### src/design/icache_pkg.sv
package icache_pkg;

    // ******************************
    // address split
    // ******************************
    localparam int OFFSET_W = 4;
    localparam int INDEX_W  = 6;
    localparam int ADDR_W   = 64;
    localparam int WORD_W   = 64;
    localparam int TAG_W    = ADDR_W - INDEX_W - OFFSET_W;

    typedef logic [ADDR_W-1:0]   addr_t;
    typedef logic [WORD_W-1:0]   word_t;
    typedef logic [2*WORD_W-1:0] line_t;
    typedef logic [INDEX_W-1:0]  index_t;
    typedef logic [TAG_W-1:0]    tag_t;

    // ******************************
    // response codes
    // ******************************
    typedef logic [1:0] resp_t;

    localparam resp_t RESP_OKAY = 2'd0;
    localparam resp_t RESP_ERR  = 2'd3;

endpackage

### src/design/icache_if.sv
`timescale 1ns/1ps

// lookup stage result, held until advance
interface lookup_if;
    logic              stage_valid;
    logic              hit;
    icache_pkg::addr_t addr;
    icache_pkg::word_t hit_word;
    logic              advance;

    modport source (output stage_valid, hit, addr, hit_word, input advance);
    modport monitor (input stage_valid, hit, addr);
    modport sink (input stage_valid, hit, hit_word, output advance);
endinterface


// refill result towards the response queue
interface refill_if;
    logic              result_valid;
    icache_pkg::resp_t result_resp;
    icache_pkg::word_t result_word;
    logic              result_ready;

    modport source (
        output result_valid,
        output result_resp,
        output result_word,
        input  result_ready
    );
    modport sink (
        input  result_valid,
        input  result_resp,
        input  result_word,
        output result_ready
    );
endinterface

### src/design/sync_fifo.sv
`timescale 1ns/1ps

module sync_fifo #(
    parameter int DEPTH = 8,
    parameter int WIDTH = 64
) (
    input  logic             clk,
    input  logic             rst_n,
    input  logic             push,
    input  logic             pop,
    input  logic [WIDTH-1:0] wdata,
    output logic [WIDTH-1:0] rdata,
    output logic             empty,
    output logic             full
);

    localparam int PTR_W = (DEPTH > 1) ? $clog2(DEPTH) : 1;
    localparam int CNT_W = $clog2(DEPTH + 1);

    logic [WIDTH-1:0] mem [DEPTH];
    logic [PTR_W-1:0] wr_ptr;
    logic [PTR_W-1:0] rd_ptr;
    logic [CNT_W-1:0] count;

    always_ff @(posedge clk or negedge rst_n) begin
        if (!rst_n) begin
            wr_ptr <= '0;
            rd_ptr <= '0;
            count  <= '0;
        end else begin
            // pointers wrap at DEPTH
            if (push) begin
                wr_ptr <= (wr_ptr == PTR_W'(DEPTH - 1)) ? '0 : wr_ptr + 1'b1;
            end
            if (pop) begin
                rd_ptr <= (rd_ptr == PTR_W'(DEPTH - 1)) ? '0 : rd_ptr + 1'b1;
            end
            if (push && !pop) begin
                count <= count + 1'b1;
            end else if (pop && !push) begin
                count <= count - 1'b1;
            end
        end
    end

    always_ff @(posedge clk) begin
        if (push) begin
            mem[wr_ptr] <= wdata;
        end
    end

    assign rdata = mem[rd_ptr];
    assign empty = (count == '0);
    assign full  = (count == CNT_W'(DEPTH));

    no_push_full: assert property (@(posedge clk) disable iff (!rst_n) full |-> !push)
        else $error("sync_fifo: push while full");
    no_pop_empty: assert property (@(posedge clk) disable iff (!rst_n) empty |-> !pop)
        else $error("sync_fifo: pop while empty");

endmodule

### src/design/response_merge.sv
`timescale 1ns/1ps

module response_merge (
    input  logic              clk,
    input  logic              rst_n,
    output logic              ifu_rsp_valid,
    input  logic              ifu_rsp_ready,
    output icache_pkg::word_t ifu_rsp_data,
    output icache_pkg::resp_t ifu_rsp_resp,
    lookup_if.sink            lookup,
    refill_if.sink            refill
);

    localparam int WORD_W = $bits(icache_pkg::word_t);
    localparam int RSP_W  = $bits(icache_pkg::resp_t) + WORD_W;

    logic             stage_hit;
    logic             hit_push;
    logic             refill_push;
    logic             push;
    logic             pop;
    logic             rsp_empty;
    logic             rsp_full;
    logic [RSP_W-1:0] rsp_wdata;
    logic [RSP_W-1:0] rsp_rdata;

    // a hit in the stage always wins
    assign stage_hit   = lookup.stage_valid && lookup.hit;
    assign hit_push    = stage_hit && !rsp_full;
    assign refill_push = refill.result_valid && !stage_hit && !rsp_full;
    assign push        = hit_push || refill_push;
    assign pop         = ifu_rsp_valid && ifu_rsp_ready;

    assign rsp_wdata = stage_hit ? {icache_pkg::RESP_OKAY, lookup.hit_word}
                                 : {refill.result_resp, refill.result_word};

    assign lookup.advance      = push;
    assign refill.result_ready = refill_push;

    sync_fifo #(
        .DEPTH (8),
        .WIDTH (RSP_W)
    ) rsp_fifo (
        .clk   (clk),
        .rst_n (rst_n),
        .push  (push),
        .pop   (pop),
        .wdata (rsp_wdata),
        .rdata (rsp_rdata),
        .empty (rsp_empty),
        .full  (rsp_full)
    );

    assign ifu_rsp_valid = !rsp_empty;
    assign ifu_rsp_data  = rsp_rdata[WORD_W-1:0];
    assign ifu_rsp_resp  = rsp_rdata[RSP_W-1:WORD_W];

    // refill results only ever belong to a missing stage entry
    refill_on_miss: assert property (@(posedge clk) disable iff (!rst_n)
        refill.result_valid |-> lookup.stage_valid && !lookup.hit)
        else $error("response_merge: refill result without a miss in the stage");

endmodule

### src/flat_wrapper.sv
// flat-port wrapper written by rule: the top's interface ports become plain ports
module response_merge_flat 
  (clk, rst_n, ifu_rsp_valid, ifu_rsp_ready, ifu_rsp_data, ifu_rsp_resp, lookup_stage_valid, lookup_hit, lookup_hit_word, lookup_advance, refill_result_valid, refill_result_resp, refill_result_word, refill_result_ready);
  lookup_if lookup_i ();
  refill_if refill_i ();
  input  logic clk;
  input  logic rst_n;
  output logic ifu_rsp_valid;
  input  logic ifu_rsp_ready;
  output icache_pkg::word_t ifu_rsp_data;
  output icache_pkg::resp_t ifu_rsp_resp;
  input wire logic [$bits(lookup_i.stage_valid)-1:0] lookup_stage_valid;
  input wire logic [$bits(lookup_i.hit)-1:0] lookup_hit;
  input wire logic [$bits(lookup_i.hit_word)-1:0] lookup_hit_word;
  output wire logic [$bits(lookup_i.advance)-1:0] lookup_advance;
  input wire logic [$bits(refill_i.result_valid)-1:0] refill_result_valid;
  input wire logic [$bits(refill_i.result_resp)-1:0] refill_result_resp;
  input wire logic [$bits(refill_i.result_word)-1:0] refill_result_word;
  output wire logic [$bits(refill_i.result_ready)-1:0] refill_result_ready;
  assign lookup_i.stage_valid = lookup_stage_valid;
  assign lookup_i.hit = lookup_hit;
  assign lookup_i.hit_word = lookup_hit_word;
  assign lookup_advance = lookup_i.advance;
  assign refill_i.result_valid = refill_result_valid;
  assign refill_i.result_resp = refill_result_resp;
  assign refill_i.result_word = refill_result_word;
  assign refill_result_ready = refill_i.result_ready;
  response_merge u_core (.clk(clk), .rst_n(rst_n), .ifu_rsp_valid(ifu_rsp_valid), .ifu_rsp_ready(ifu_rsp_ready), .ifu_rsp_data(ifu_rsp_data), .ifu_rsp_resp(ifu_rsp_resp), .lookup(lookup_i), .refill(refill_i));
endmodule
### config.mk
export PLATFORM = sky130hd
export DESIGN_NAME = response_merge_flat
export DESIGN_NICKNAME = d
export VERILOG_FILES = /design/src/design/icache_pkg.sv /design/src/design/icache_if.sv /design/src/design/sync_fifo.sv /design/src/design/response_merge.sv /design/src/flat_wrapper.sv
export SDC_FILE = /design/constraint.sdc
export NUM_CORES = 1
export LEC_CHECK = 0
export BUFFER_PORTS_ARGS = -buffer_cell sky130_fd_sc_hd__buf_2
export CORE_UTILIZATION = 45
export DETAILED_ROUTE_END_ITERATION = 8
export PLACE_DENSITY = 0.73
export REMOVE_ABC_BUFFERS = 1
export SYNTH_ARGS = -nofsm -noshare
export SYNTH_HDL_FRONTEND = slang
export SYNTH_SLANG_ARGS = --single-unit
### constraint.sdc
create_clock -name clk -period 8.1 [get_ports clk]
set_clock_uncertainty 0.05 [all_clocks]
set_input_delay 0.81 -clock clk [delete_from_list [all_inputs] [get_ports clk]]
set_output_delay 0.81 -clock clk [all_outputs]
set_load 0.01 [all_outputs]
# Yosys cells after proc, flatten, opt, wreduce, memory -nomap -nowiden
# Memories as Yosys holds them, arrays and structs flattened.
# Index checks and enable logic that the tools add are counted.
# totals
reg_bits	10
ram_bits	528
input_bits	136
out_inout_bits	69
word_cells	33
n_memories	1
# mem_list
name	depth	width	rd	rd_clocked_by_memory_dff	wr	line_no	source
u_core.rsp_fifo.mem	8	66	1	0	1	sync_fifo.sv:20	logic [WIDTH-1:0] mem [DEPTH];
# classes
n_addsub	4
n_eq_ne	3
mux	7
n_reduce_logical	15
# op_table
operator	count
$mux 66	1
$mux 4	2
$logic_and 1x1->1	7
$add 3x1->3 const B	2
$eq 3x3->1 const B	2
$mux 3	2
$logic_not 1->1	5
$add 4x1->4 const B	1
$eq 4x4->1 const B	1
$logic_not 4->1	1
$sub 4x1->4 const B	1
$mux 1	2
$reduce_bool 2->1	1
$logic_or 1x1->1	1

# Logic depth before layout (Yosys ltp)
# Gate-level depths: netlist (run 1).
# depth
depth_word	9
mapped_depth	9
mapped_depth_nobuf	9

# Modules after synthesis
# A second synthesis (run 1) with hierarchy kept.
# hier_totals
hier_cells	908
area_unflattened_um2	21712.1
# modules_own_cells
module	n_inst	cells_each	area_each_um2	seq_area_each_um2
sync_fifo	1	829	20786.2	16105.4
response_merge	1	79	925.9	0.0

# Worst setup path after synthesis (run 1)
# No wires, ideal clock.
# synth_path
path_type	input-to-reg
from	in lookup_stage_valid
to	mem u_core.rsp_fifo.mem[0][0] (netlist name), enable pin
setup_time_ps	652
arrival_ps	7350
required_ps	7398
setup_slack_ps	47
cell_stages	3
n_path_buf	0
cell_sequence	and2_1 o21ai_2 nor4_1
# synth_via
elab_chain_cells	7
elab_cells_between_ends	8
cone_classes	2 x mux; 6 x reduce/logical
# synth_rtl
element	line_no	source
from (decl)	flat_wrapper.sv:12	input wire logic [$bits(lookup_i.stage_valid)-1:0] lookup_stage_valid;
$logic_and 1x1->1 (*)	response_merge.sv:28	assign stage_hit = lookup.stage_valid && lookup.hit;
$logic_not 1->1	response_merge.sv:30	assign refill_push = refill.result_valid && !stage_hit && !rsp_full;
$logic_and 1x1->1 (2 in a row)	response_merge.sv:30	
$logic_or 1x1->1 (*)	response_merge.sv:31	assign push = hit_push || refill_push;
$mux 1 (*)	sync_fifo.sv:47	if (push) begin
$mux 1 (not written as such) (*)	sync_fifo.sv:48	mem[wr_ptr] <= wdata;
to (decl)	sync_fifo.sv:20	
# Mark *: on every way between the ends. The rest lies on a longest branch, timed or not.

# Final worst setup path (run 1)
# layout_path
from	reg u_core.rsp_fifo.rd_ptr[1]
to	out ifu_rsp_data[33]
# layout_via
elab_chain_cells	1
# layout_rtl
element	line_no	source
from (decl)	sync_fifo.sv:22	logic [PTR_W-1:0] rd_ptr;
from (signal assigned)	sync_fifo.sv:36	rd_ptr <= (rd_ptr == PTR_W'(DEPTH - 1)) ? '0 : rd_ptr + 1'b1;
$mem_v2 8x66	n/a	
to (decl)	flat_wrapper.sv:10	output icache_pkg::word_t ifu_rsp_data;
# No other way between the ends.

==> reports/metrics.csv, run 1 <==
stage,metric,value,unit
status,status,completed,
power,netSwitchingPower,2.60,mW
clocking,post_cts_buffers,0,
critical_path,path_max_fanout,75,
global_route,antenna_found_initial,1,
power,p_comb_frac,0.319,
timing,holdWs,0.0538,ns
synthesis,ys_seq_area_frac,0.746,
synthesis,synth-async-reset-ratio,0.0186,
global_route,grt_pass1_wl,63500,microns
timing,fmax,0.228,GHz
floorplan,die_w,221,microns
power,ir_worst_vdd,242,uV
layout,drive_gt1_frac,0.423,
route,routedLengthMet1,18500,microns
timing,hold_viol,0,
floorplan,die_area,0.0489,sq mm
route,wl_met3,2130,microns
timing,setup-violations-final,0,
clocking,cts_sinks,538,
route,drcViolationCount,0,
synthesis,synth_edf_count,528,
clocking,path_clk_slew,0.06,ns
synthesis,ys.flop_type,edfxtp_1,
clocking,cts_tree,done,
global_route,grt_pass1_vias,10417,
timing,slew_headroom,0.205,
timing,tns,0,ns
critical_path,cp_top_family,buffers and inverters,
hold_path,hold_class,in -> async,
floorplan,core,0.0470,sq mm
power,netSwitchingFraction,0.292,
layout,finalNonFillerCells,1778,
floorplan,initial_core_util,0.460,
timing,finalCritPeriodShare,0.542,
power,powerDensity,359,mW/mm^2
synthesis,avgSynthCellArea,23.9,sq um
clocking,cts-root-buf,clkbuf_16,
clocking,holdBufCountCts,0,
clocking,h-tree-depth,2,
critical_path,path_class,reg -> out,
place,hpwl,21500,microns
critical_path,cp.arrival,3.53,ns
clocking,cts_buffers,52,
layout,n_antenna_cell,0,
route,drt_wl_total,41800,microns
clocking,insertion_delay,0.57,ns
global_route,grt_start_max_net_pins,133,
floorplan,pin_count,205,
timing,worst-slew-pin-transition,1.19,ns
critical_path,critPathLaunchType,flip-flop,
global_route,grt_overflow,0,
critical_path,path_cells,buf_4 > mux4_2 > mux2_4 > buf_2,
power,p_leak,8.36,nW
route,vias,9881,
power,p_seq_frac,0.435,
route,routedWlPerCell,23.5,microns
critical_path,critPathMaxStageDelay,1.02,ns
place,placed_cells_incl_taps,1684,
route,highest_layer,met4,
route,drt_pass1_iterations,5,
timing,period_needed,4.39,ns
critical_path,end_kind,primary output,
synthesis,synth_cell_types,38,
route,drt_iter0_markers,761,
critical_path,cp_slowest_cell,dfrtp_4,
layout,fin_nets,1275,
place,gp_congestion,0.713,
clocking,cts.repair.resized,0,
route,routed_via_density,5.56,
synthesis,ys_ff_latch,538,
critical_path,r2r_cells,9,
power,internal_power,6.29,mW
layout,design_area,0.0248,sq mm
route,postRouteAntennaNets,0,
flow_run,maxCapViolCount,0,
floorplan,die_h,221,microns
critical_path,crit_buf_inv,2,
synthesis,yosys_warnings,0,
power,clkPwrFrac,0.246,
place,place_area,0.0232,sq mm
power,power,8.89,mW
place,numPortBuffers,204,
timing,rsz0062_at_grt,no,
route,wl_met2,20400,microns
critical_path,critPathRequiredTime,7.24,ns
synthesis,syn_inst,904,
global_route,gr-usage-all-layers,0.174,
clocking,clk_path_buf_depth,3,
layout,syn_to_final_growth,14.7,%
synthesis,netlist_area,0.0216,sq mm
critical_path,cp.depth,4,
floorplan,num_rows,79,
timing,maxSlewViolCount,0,
worst register-to-register path, cell delays in order, from the launching register on:
cell	delay, ns
dfrtp_1	0.48
or4b_1	0.63
o21ai_2	0.24
inv_2	0.08
ha_1	0.27
inv_1	0.15
ha_1	0.32
or4_1	0.55
o211ai_1	0.11
o211ai_1	0.11
cell usage in the layout (no fill, tap or decap), types with 4 or more instances in the layout:
cell type	n
ha_1	7
dfrtp_1	7
nand2_1	5
edfxtp_1	528
clkbuf_1	18
mux4_1	16
mux2_1	53
clkbuf_16	53
mux2_4	58
clkinv_2	7
mux4_2	116
nor3_2	4
buf_2	204
mux2_2	24
buf_4	13
clkinv_1	12
kinds of logic after synthesis:
| group | after synthesis | synth area share |
|---|---|---|
| XOR/XNOR | 2 | 0.000811 |
| multiplexers | 268 | 0.221 |
| adder cells (fa/ha/maj) | 8 | 0.00498 |
| buffers and inverters | 47 | 0.0154 |
| AND/OR/NAND/NOR | 30 | 0.00753 |
| flip-flops | 538 | 0.746 |
| AO/OA/AOI/OAI | 11 | 0.00400 |
synth_stat cells (all sizes together) (2+ instances only):
cell type | number | area share
a21oi | 2 | 0.00046
and2 | 3 | 0.00087
buf | 31 | 0.012
clkbuf | 14 | 0.0028
dfrtp | 10 | 0.012
edfxtp | 528 | 0.73
ha | 7 | 0.0041
inv | 2 | 0.00035
mux2 | 135 | 0.080
mux4 | 132 | 0.14
nand2 | 5 | 0.00087
nand2b | 3 | 0.00087
nand3 | 2 | 0.00046
nor2 | 4 | 0.00070
nor3 | 6 | 0.0014
o211ai | 3 | 0.0010
o21ai | 3 | 0.00087
or4 | 2 | 0.00070
xnor2 | 2 | 0.00081
flip-flops by register name, indices dropped and copies added, names as in the netlist:
name	flops
u_core.rsp_fifo.count	4
u_core.rsp_fifo.mem	528
u_core.rsp_fifo.rd_ptr	3
u_core.rsp_fifo.wr_ptr	3
power by group through the flow:
stage          registers [mW]  clock network (mW)  logic, mW
2_1_floorplan            4.12                   0       1.97
3_3_place_gp             3.90                   0       2.89
3_5_place_dp             3.93                   0       2.91
4_1_cts                  3.87                2.25       2.92
5_1_grt                  3.91                2.35       3.05
6_report                 3.87                2.19       2.83
per-layer routing:
layer	track usage	vias up
met4	0.0476	0
met5	0	-
met3	0.0304	64
li1	-	4310
met1	0.241	5233
met2	0.284	274
path summary, 6_finish.rpt:
path | startpoint | slack, ns | end
setup reg to reg | u_core.rsp_fifo.count[0]$_DFFE_PN0P_ | 4.99 | u_core.rsp_fifo.count[3]$_DFFE_PN0P_
setup / recovery | u_core.rsp_fifo.rd_ptr[1]$_DFFE_PN0P_ | 3.71 | ifu_rsp_data[33]
min in group clk | u_core.rsp_fifo.count[2]$_DFFE_PN0P_ | 0.53 | u_core.rsp_fifo.count[2]$_DFFE_PN0P_
hold reg to reg | u_core.rsp_fifo.count[2]$_DFFE_PN0P_ | 0.53 | u_core.rsp_fifo.count[2]$_DFFE_PN0P_
hold / removal | rst_n | 0.05 | u_core.rsp_fifo.rd_ptr[2]$_DFFE_PN0P_
max in group asynchronous | rst_n | 7.69 | u_core.rsp_fifo.rd_ptr[1]$_DFFE_PN0P_
through the flow:
stage	setup slack [ns]	utilization
after detailed placement	4.23	0.495
after global placement	4.25	0.495
after floorplan	-1.68	-
final	3.71	0.527
after CTS	3.61	0.527
after global routing	3.54	0.527
layout make-up:
class | instances | area (sq um)
Fill cell | 3564 | 22200
Clock buffer | 71 | 1390
Multi-Input combinational cell | 319 | 5210
Sequential cell | 538 | 16100
Tap cell | 607 | 759
Clock inverter | 23 | 136
Inverter | 2 | 7.51
Timing Repair Buffer | 218 | 1140
No activity file was read; power rests on OpenSTA's default activity.
==> run 2, diff against run 1 <==
Clock period 8.1 ns to 3.85 ns, I/O delays scaled along.
==> run 2 against run 1 <==
Worst setup slack worse by 3.0 ns. Final area is 1.5% higher. Largest power group unchanged. Largest cell class unchanged. Global-route usage is 0.42 points lower. Final cell count is 0.79% higher. Clock-buffer cell count is 10 lower. Via count is 1.1% lower. First-iteration DRC count is 6.0% lower.
==> reports/metrics.csv, run 2 (synthesized netlist as in run 1, its figures left out) <==
stage,metric,value,unit,change
critical_path,critPathRequiredTime,3.41,ns,was 7.24 ns
route,vias,9777,,"was 9,881"
critical_path,path_max_fanout,49,,was 75
layout,n_antenna_cell,0,,unchanged
critical_path,path_cells,buf_12 > mux4_1 > mux2_4 > buf_2,,was buf_4 > mux4_2 > mux2_4 > buf_2
floorplan,core,0.0470,sq mm,unchanged
route,postRouteAntennaNets,0,,unchanged
critical_path,reg2reg_to,u_core.rsp_fifo.count[3]$_DFFE_PN0P_,,unchanged
layout,layout_commonest_cell,edfxtp_1,,unchanged
clocking,h-tree-depth,2,,unchanged
critical_path,crit_buf_inv,2,,unchanged
route,routed_via_density,5.46,,was 5.56
global_route,grt_overflow,0,,unchanged
layout,regMostFlops,u_core.rsp_fifo.mem,,unchanged
place,gp_congestion,0.700,,was 0.713
critical_path,cp_top_family,multiplexers,,was buffers and inverters
power,ir_worst_vdd,438,uV,was 242 uV
timing,setup-violations-final,0,,unchanged
power,p_leak,8.53,nW,was 8.36 nW
layout,postLayoutCoreUtil,0.535,,was 0.527
flow_run,maxCapViolCount,0,,unchanged
clocking,cts-root-buf,clkbuf_16,,unchanged
critical_path,r2r_cells,9,,unchanged
route,drt_iter0_markers,715,,was 761
global_route,grt_pass1_vias,10519,,"was 10,417"
clocking,holdBufCountCts,1,,was 0
layout,regArea,0.0161,sq mm,unchanged
critical_path,end_kind,primary output,,unchanged
global_route,grt.busiest_layer,met2,,unchanged
timing,hold_viol,0,,unchanged
timing,maxSlewViolCount,0,,unchanged
clocking,post_cts_buffers,0,,unchanged
timing,fmax,0.315,GHz,
global_route,grt_use_met1,0.235,,was 0.241
clocking,insertion_delay,0.59,ns,was 0.57 ns
route,drcViolationCount,0,,unchanged
layout,largest_register_ffs,528,,unchanged
clocking,cts.repair.resized,0,,unchanged
floorplan,die_area,0.0489,sq mm,unchanged
critical_path,r2r_start,u_core.rsp_fifo.count[0]$_DFFE_PN0P_,,unchanged
clocking,cts_buffers,54,,was 52
status,status,completed,,unchanged
floorplan,initial_core_util,0.460,,unchanged
route,drt_pass1_iterations,5,,unchanged
layout,drive_gt1_frac,0.435,,was 0.423
layout,design_area,0.0251,sq mm,was 0.0248 sq mm
route,drt_wl_total,40500,microns,"was 41,800 microns"
place,place_area,0.0234,sq mm,was 0.0232 sq mm
critical_path,cp.arrival,2.74,ns,was 3.53 ns
floorplan,die_w,221,microns,unchanged
global_route,grt_start_max_net_pins,81,,was 133
global_route,grt_util_met3,0.0324,,was 0.0304
critical_path,cp_slowest_cell,dfrtp_4,,unchanged
layout,fin_nets,1285,,"was 1,275"
global_route,use_met2,0.274,,was 0.284
route,routedWlPerCell,22.6,microns,was 23.5 microns
hold_path,hold_class,in -> reg,,was in -> async
layout,fillCellCount,3557,,"was 3,564"
timing,worst-slew-pin-transition,0.951,ns,was 1.19 ns
global_route,gr-usage-all-layers,0.169,,was 0.174
layout,syn_to_final_growth,16.4,%,was 14.7%
clocking,cts_sinks,538,,unchanged
timing,rsz0062_at_grt,no,,unchanged
hold_path,holdPathStages,3,,
floorplan,die_h,221,microns,unchanged
clocking,clk_path_buf_depth,3,,unchanged
floorplan,num_rows,79,,unchanged
critical_path,path_class,reg -> out,,unchanged
hold_path,hold_end,u_core.rsp_fifo.rd_ptr[0]$_DFFE_PN0P_,,
timing,slew_headroom,0.366,,was 0.205
place,numPortBuffers,204,,unchanged
power,powerDensity,766,mW/mm^2,was 359 mW/mm^2
clocking,path_clk_slew,0.06,ns,about the same
global_route,grt_pass1_wl,62100,microns,"was 63,500 microns"
timing,finalCritPeriodShare,0.824,,
critical_path,ff2ff_setup_slack,0.75,ns,was 4.99 ns
place,hpwl,21600,microns,"was 21,500 microns"
layout,layout_common_cells,"528 x edfxtp_1, 204 x buf_2, 116 x mux4_2, 58 x mux2_4, 55 x clkbuf_16",,"was 528 x edfxtp_1, 204 x buf_2, 116 x mux4_2, 58 x mux2_4"
timing,period_needed,3.17,ns,
floorplan,pin_count,205,,unchanged
layout,reg_top3,"u_core.rsp_fifo.mem x528, u_core.rsp_fifo.count x4",,unchanged
layout,multi_input_area,0.00521,sq mm,unchanged
global_route,antenna_found_initial,0,,was 1
clocking,cts_tree,done,,unchanged
critical_path,critPathMaxStageDelay,0.67,ns,was 1.02 ns
timing,holdWs,0.128,ns,was 0.0538 ns
hold_path,hold_path_startpoint,ifu_rsp_ready,,
critical_path,critPathLaunchType,flip-flop,,unchanged
-- run 2: final cells by class --
type	instances	share of cell area
clock buffer	61	0.0557
timing repair buffer	226	0.0508
inverter	2	0.000299
clock inverter	39	0.0145
tap	607	0.0302
multi-input combinational	319	0.207
sequential	538	0.641
-- run 2: metrics by stage --
stage	setup TNS (ns)	total power, mW	instances	setup slack [ns]
3_3_place_gp	0	14.2	1691	0.897
2_1_floorplan	-1872.94	12.6	859	-5.51
6_report	0	19.3	1792	0.678
4_1_cts	0	19.6	1792	0.591
5_1_grt	0	20.2	1792	0.521
3_5_place_dp	0	14.4	1691	0.750
-- run 2: worst register-to-register path, cell delays in order (launching register included) --
cell and delay, ns:
dfrtp_1 0.47, or4b_1 0.62, o21ai_2 0.23, inv_2 0.08, ha_1 0.28, inv_1 0.16, ha_1 0.32, or4_1 0.56
o211ai_1 0.11, o211ai_1 0.10
-- run 2: how the worst max path moves through the flow --
stage                                     startpoint                                    to  slack (ns)  depth (start not counted)
2_1_floorplan                             lookup_hit   u_core.rsp_fifo.mem[0][0]$_DFFE_PP_       -5.51                          3
3_3_place_gp    u_core.rsp_fifo.count[0]$_DFFE_PN0P_  u_core.rsp_fifo.count[3]$_DFFE_PN0P_        0.90                          9
3_5_place_dp    u_core.rsp_fifo.count[0]$_DFFE_PN0P_  u_core.rsp_fifo.count[3]$_DFFE_PN0P_        0.75                          9
4_1_cts        u_core.rsp_fifo.rd_ptr[0]$_DFFE_PN0P_                      ifu_rsp_data[51]        0.59                          4
5_1_grt        u_core.rsp_fifo.rd_ptr[0]$_DFFE_PN0P_                      ifu_rsp_data[51]        0.52                          4
6_report       u_core.rsp_fifo.rd_ptr[0]$_DFFE_PN0P_                      ifu_rsp_data[51]        0.68                          4
-- run 2: report_power, final --
group | leakage, nW | internal [mW] | total [mW] | switching (mW)
Combinational | 2.75 | 3.03 | 6.07 | 3.04
Sequential | 4.92 | 7.66 | 8.01 | 0.346
Clock | 0.861 | 3.07 | 5.18 | 2.11
-- run 2: per-layer routing --
| layer | part of all wire | up-vias |
|---|---|---|
| met5 | 0 | - |
| met1 | 0.45 | 5141 |
| li1 | - | 4345 |
| met4 | 0.019 | 0 |
| met2 | 0.49 | 225 |
| met3 | 0.044 | 66 |
==> run 3, diff against run 2 <==
Settings changed: ABC_AREA from default to 1, PLACE_DENSITY 0.73 to 0.72.
Clock period 3.85 ns to 2.7 ns, I/O delays scaled along.
==> run 3 against run 2 <==
Worst setup slack worse by 0.51 ns. Sequential share of layout area is 6.4 points lower. Synthesized cell count grew to 2.9 times the previous value. Largest power group is now combinational cells.
==> reports/metrics.csv, run 3 <==
stage,metric,value,unit,change
status,status,completed,,unchanged
power,internal_power,18.9,mW,was 13.8 mW
clocking,cts_tree,done,,unchanged
timing,worst-slew-pin-transition,0.568,ns,was 0.951 ns
clocking,path_clk_slew,0.06,ns,about the same
synthesis,ys.flop_type,edfxtp_1,,unchanged
floorplan,die_w,233,microns,was 221 microns
synthesis,synth_cell_types,19,,was 38
synthesis,synthTopCellsByArea,"edfxtp_1 66%, nand2_1 17%, nor2_1 8.3%, inv_1 4.4%, buf_2 1.5%",,"was edfxtp_1 73%, mux4_2 12%, mux2_4 4.0%, mux2_1 2.8%, mux4_1 1.9%"
place,gp_congestion,0.791,,was 0.700
floorplan,core,0.0527,sq mm,was 0.0470 sq mm
power,netSwitchingPower,11.2,mW,was 5.50 mW
route,postRouteAntennaNets,0,,unchanged
layout,layout_commonest_cell,nand2_1,,was edfxtp_1
critical_path,end_kind,primary output,,unchanged
layout,n_antenna_cell,0,,unchanged
hold_path,hold_class,in -> async,,was in -> reg
clocking,h-tree-depth,2,,unchanged
timing,rsz0062_at_grt,no,,unchanged
critical_path,ff2ff_setup_slack,0.34,ns,was 0.75 ns
clocking,cts_buffers,53,,was 54
layout,syn_to_final_growth,16.0,%,was 16.4%
synthesis,synth-async-reset-ratio,0.0186,,unchanged
clocking,cts-root-buf,clkbuf_16,,unchanged
synthesis,avgSynthCellArea,9.32,sq um,was 23.9 sq um
synthesis,synth_edf_count,528,,unchanged
timing,tns,0,ns,unchanged
place,pre_cts_slack,0.414,ns,was 0.750 ns
synthesis,synth_largest_area_cell,edfxtp_1,,unchanged
synthesis,syn_inst,2583,,was 904
synthesis,ys_top_cells_by_count,"1,085 x nand2_1, 533 x nor2_1, 528 x edfxtp_1",,"was 528 x edfxtp_1, 116 x mux4_2, 58 x mux2_4"
power,powerDensity,1080,mW/mm^2,was 766 mW/mm^2
synthesis,yosysMostFrequentCell,nand2_1,,was edfxtp_1
floorplan,pin_count,205,,unchanged
layout,reg_top3,"u_core.rsp_fifo.mem x528, u_core.rsp_fifo.count x4",,unchanged
flow_run,maxCapViolCount,0,,unchanged
global_route,antenna_found_initial,1,,was 0
critical_path,cp_common_cell,nand2_1,,
power,p_leak,12.5,nW,was 8.53 nW
floorplan,initial_core_util,0.457,,was 0.460
timing,maxSlewViolCount,0,,unchanged
route,routed_via_density,4.80,,was 5.46
floorplan,num_rows,84,,was 79
timing,finalCritPeriodShare,0.939,,
critical_path,crit_buf_inv,3,,was 2
route,drt_wl_total,55700,microns,"was 40,500 microns"
clocking,insertion_delay,0.59,ns,about the same
critical_path,critPathRequiredTime,2.38,ns,was 3.41 ns
global_route,grt_start_max_net_pins,88,,was 81
synthesis,yosys_warnings,0,,unchanged
floorplan,die_area,0.0544,sq mm,was 0.0489 sq mm
clocking,cts_sinks,538,,unchanged
synthesis,ys_seq_area_frac,0.669,,was 0.746
critical_path,path_class,reg -> out,,unchanged
critical_path,critPathLaunchType,flip-flop,,unchanged
route,drcViolationCount,0,,unchanged
timing,slew_headroom,0.621,,was 0.366
power,clkPwrFrac,0.239,,was 0.269
critical_path,startpoint,u_core.rsp_fifo.rd_ptr[0]$_DFFE_PN0P_,,unchanged
layout,regMostFlops,u_core.rsp_fifo.mem,,unchanged
global_route,grt_pass1_vias,15792,,"was 10,519"
route,drt_pass1_iterations,6,,was 5
layout,fin_nets,2925,,"was 1,285"
power,ir_worst_vdd,648,uV,was 438 uV
power,p_seq_frac,0.377,,was 0.416
critical_path,critPathMaxStageDelay,0.56,ns,was 0.67 ns
synthesis,yosysTopAreaCellShare,0.659,,was 0.734
power,netSwitchingFraction,0.373,,was 0.285
layout,drive_gt1_frac,0.123,,was 0.435
floorplan,die_h,233,microns,was 221 microns
place,numPortBuffers,204,,unchanged
power,p_comb_frac,0.384,,was 0.315
clocking,clk_path_buf_depth,3,,unchanged
critical_path,path_max_fanout,44,,was 49
route,drt_iter0_markers,1139,,was 715
route,routedWlPerCell,15.9,microns,was 22.6 microns
synthesis,ys_ff_latch,538,,unchanged
layout,layout_common_cells,"1,084 x nand2_1, 533 x nor2_1, 528 x edfxtp_1, 277 x inv_1, 204 x buf_2",,"was 528 x edfxtp_1, 204 x buf_2, 116 x mux4_2, 58 x mux2_4, 55 x clkbuf_16"
route,vias,16855,,"was 9,777"
critical_path,cp_slowest_cell,dfrtp_4,,unchanged
critical_path,cp_top_family,flip-flops,,was multiplexers
power,power,30.1,mW,was 19.3 mW
global_route,gr-usage-all-layers,0.201,,was 0.169
layout,largest_register_ffs,528,,unchanged
timing,timing.final.ws_setup,0.165,ns,was 0.678 ns
critical_path,cp.arrival,2.22,ns,was 2.74 ns
timing,fmax,0.394,GHz,
place,hpwl,31000,microns,"was 21,600 microns"
timing,hold_viol,0,,unchanged
global_route,grt_pass1_wl,83500,microns,"was 62,100 microns"
timing,period_needed,2.54,ns,
synthesis,netlist_area,0.0241,sq mm,was 0.0216 sq mm
global_route,grt_overflow,0,,unchanged
critical_path,r2r_start,u_core.rsp_fifo.count[0]$_DFFE_PN0P_,,unchanged
critical_path,path_cells,buf_4 > buf_16 > nor2_1 > nor2_1 > nand2_1 > nand2_1 > nand2_1 > nand2_1 > buf_2,,was buf_12 > mux4_1 > mux2_4 > buf_2
timing,setup-violations-final,0,,unchanged
==> run 3: worst paths after layout <==
path | end | cells after the start
setup / recovery | ifu_rsp_data[11] | 9
hold / removal | u_core.rsp_fifo.count[3]$_DFFE_PN0P_ | 2
setup reg to reg | u_core.rsp_fifo.count[3]$_DFFE_PN0P_ | 12
hold reg to reg | u_core.rsp_fifo.count[3]$_DFFE_PN0P_ | 2
max in group asynchronous | u_core.rsp_fifo.rd_ptr[1]$_DFFE_PN0P_ | 2
min in group clk | u_core.rsp_fifo.mem[6][5]$_DFFE_PP_ | 3
==> run 3: timing repair <==
item | CTS | global route
buffers inserted | 0 | 4
setup endpoints to repair | 1 | 38
resized for setup | 1 | 3
hold buffers | 2 | 0
endpoints found under the hold margin | 12 | 0
gates cloned | 0 | 3
==> run 3: stage by stage <==
stage	utilization	instances	hold slack [ns]	instance area (sq um)
6_report	0.530	3511	0.0220	27900
4_1_cts	0.528	3504	0.00523	27800
3_5_place_dp	0.495	3405	0.100	26100
3_3_place_gp	0.495	3405	0.0890	26100
2_1_floorplan	-	2465	-0.0756	23500
5_1_grt	0.530	3511	0.0268	27900
==> run 3: worst register-to-register path: cells and delay by family (launching register included) <==
family,cells,cell delay [ns]
and+or+nand+nor,8,0.99
adders and majority gates,2,0.52
DFF,1,0.44
buffers and inverters,2,0.25
==> run 3: layout make-up <==
cell class              instances  area [sq um]
clock inverters                31           273
clock buffers                  66          1420
well taps                     688           861
repair buffers                261          1860
flip-flops and latches        538         16100
multi-input cells            1647          6340
fillers                      4520         24700
inverters                     280          1050
==> run 3: metal layers <==
layer  global-route usage  vias up  share of wire
met5                    0        -              0
met4               0.0694        0          0.022
met2                0.350      480           0.50
met3               0.0282       95          0.057
li1                     -     8373              -
met1                0.256     7907           0.43
==> run 3: kinds of logic after synthesis <==
family,Yosys count,share of synthesized area
AND/OR/NAND/NOR,1634,0.256
flip-flops,538,0.669
buffers and inverters,398,0.0691
adder cells (fa/ha/maj),8,0.00447
AO/OA/AOI/OAI,3,0.000624
XOR/XNOR,2,0.000728
==> run 3: power groups by stage <==
| stage | clock (mW) | combinational, mW | sequential [mW] |
|---|---|---|---|
| finish | 7.19 | 11.6 | 11.3 |
| global route | 7.60 | 13.0 | 11.4 |
| CTS | 7.29 | 11.4 | 11.3 |
| detailed placement | 0 | 11.3 | 11.5 |
| global placement | 0 | 10.9 | 11.4 |
| floorplan | 0 | 5.26 | 12.0 |
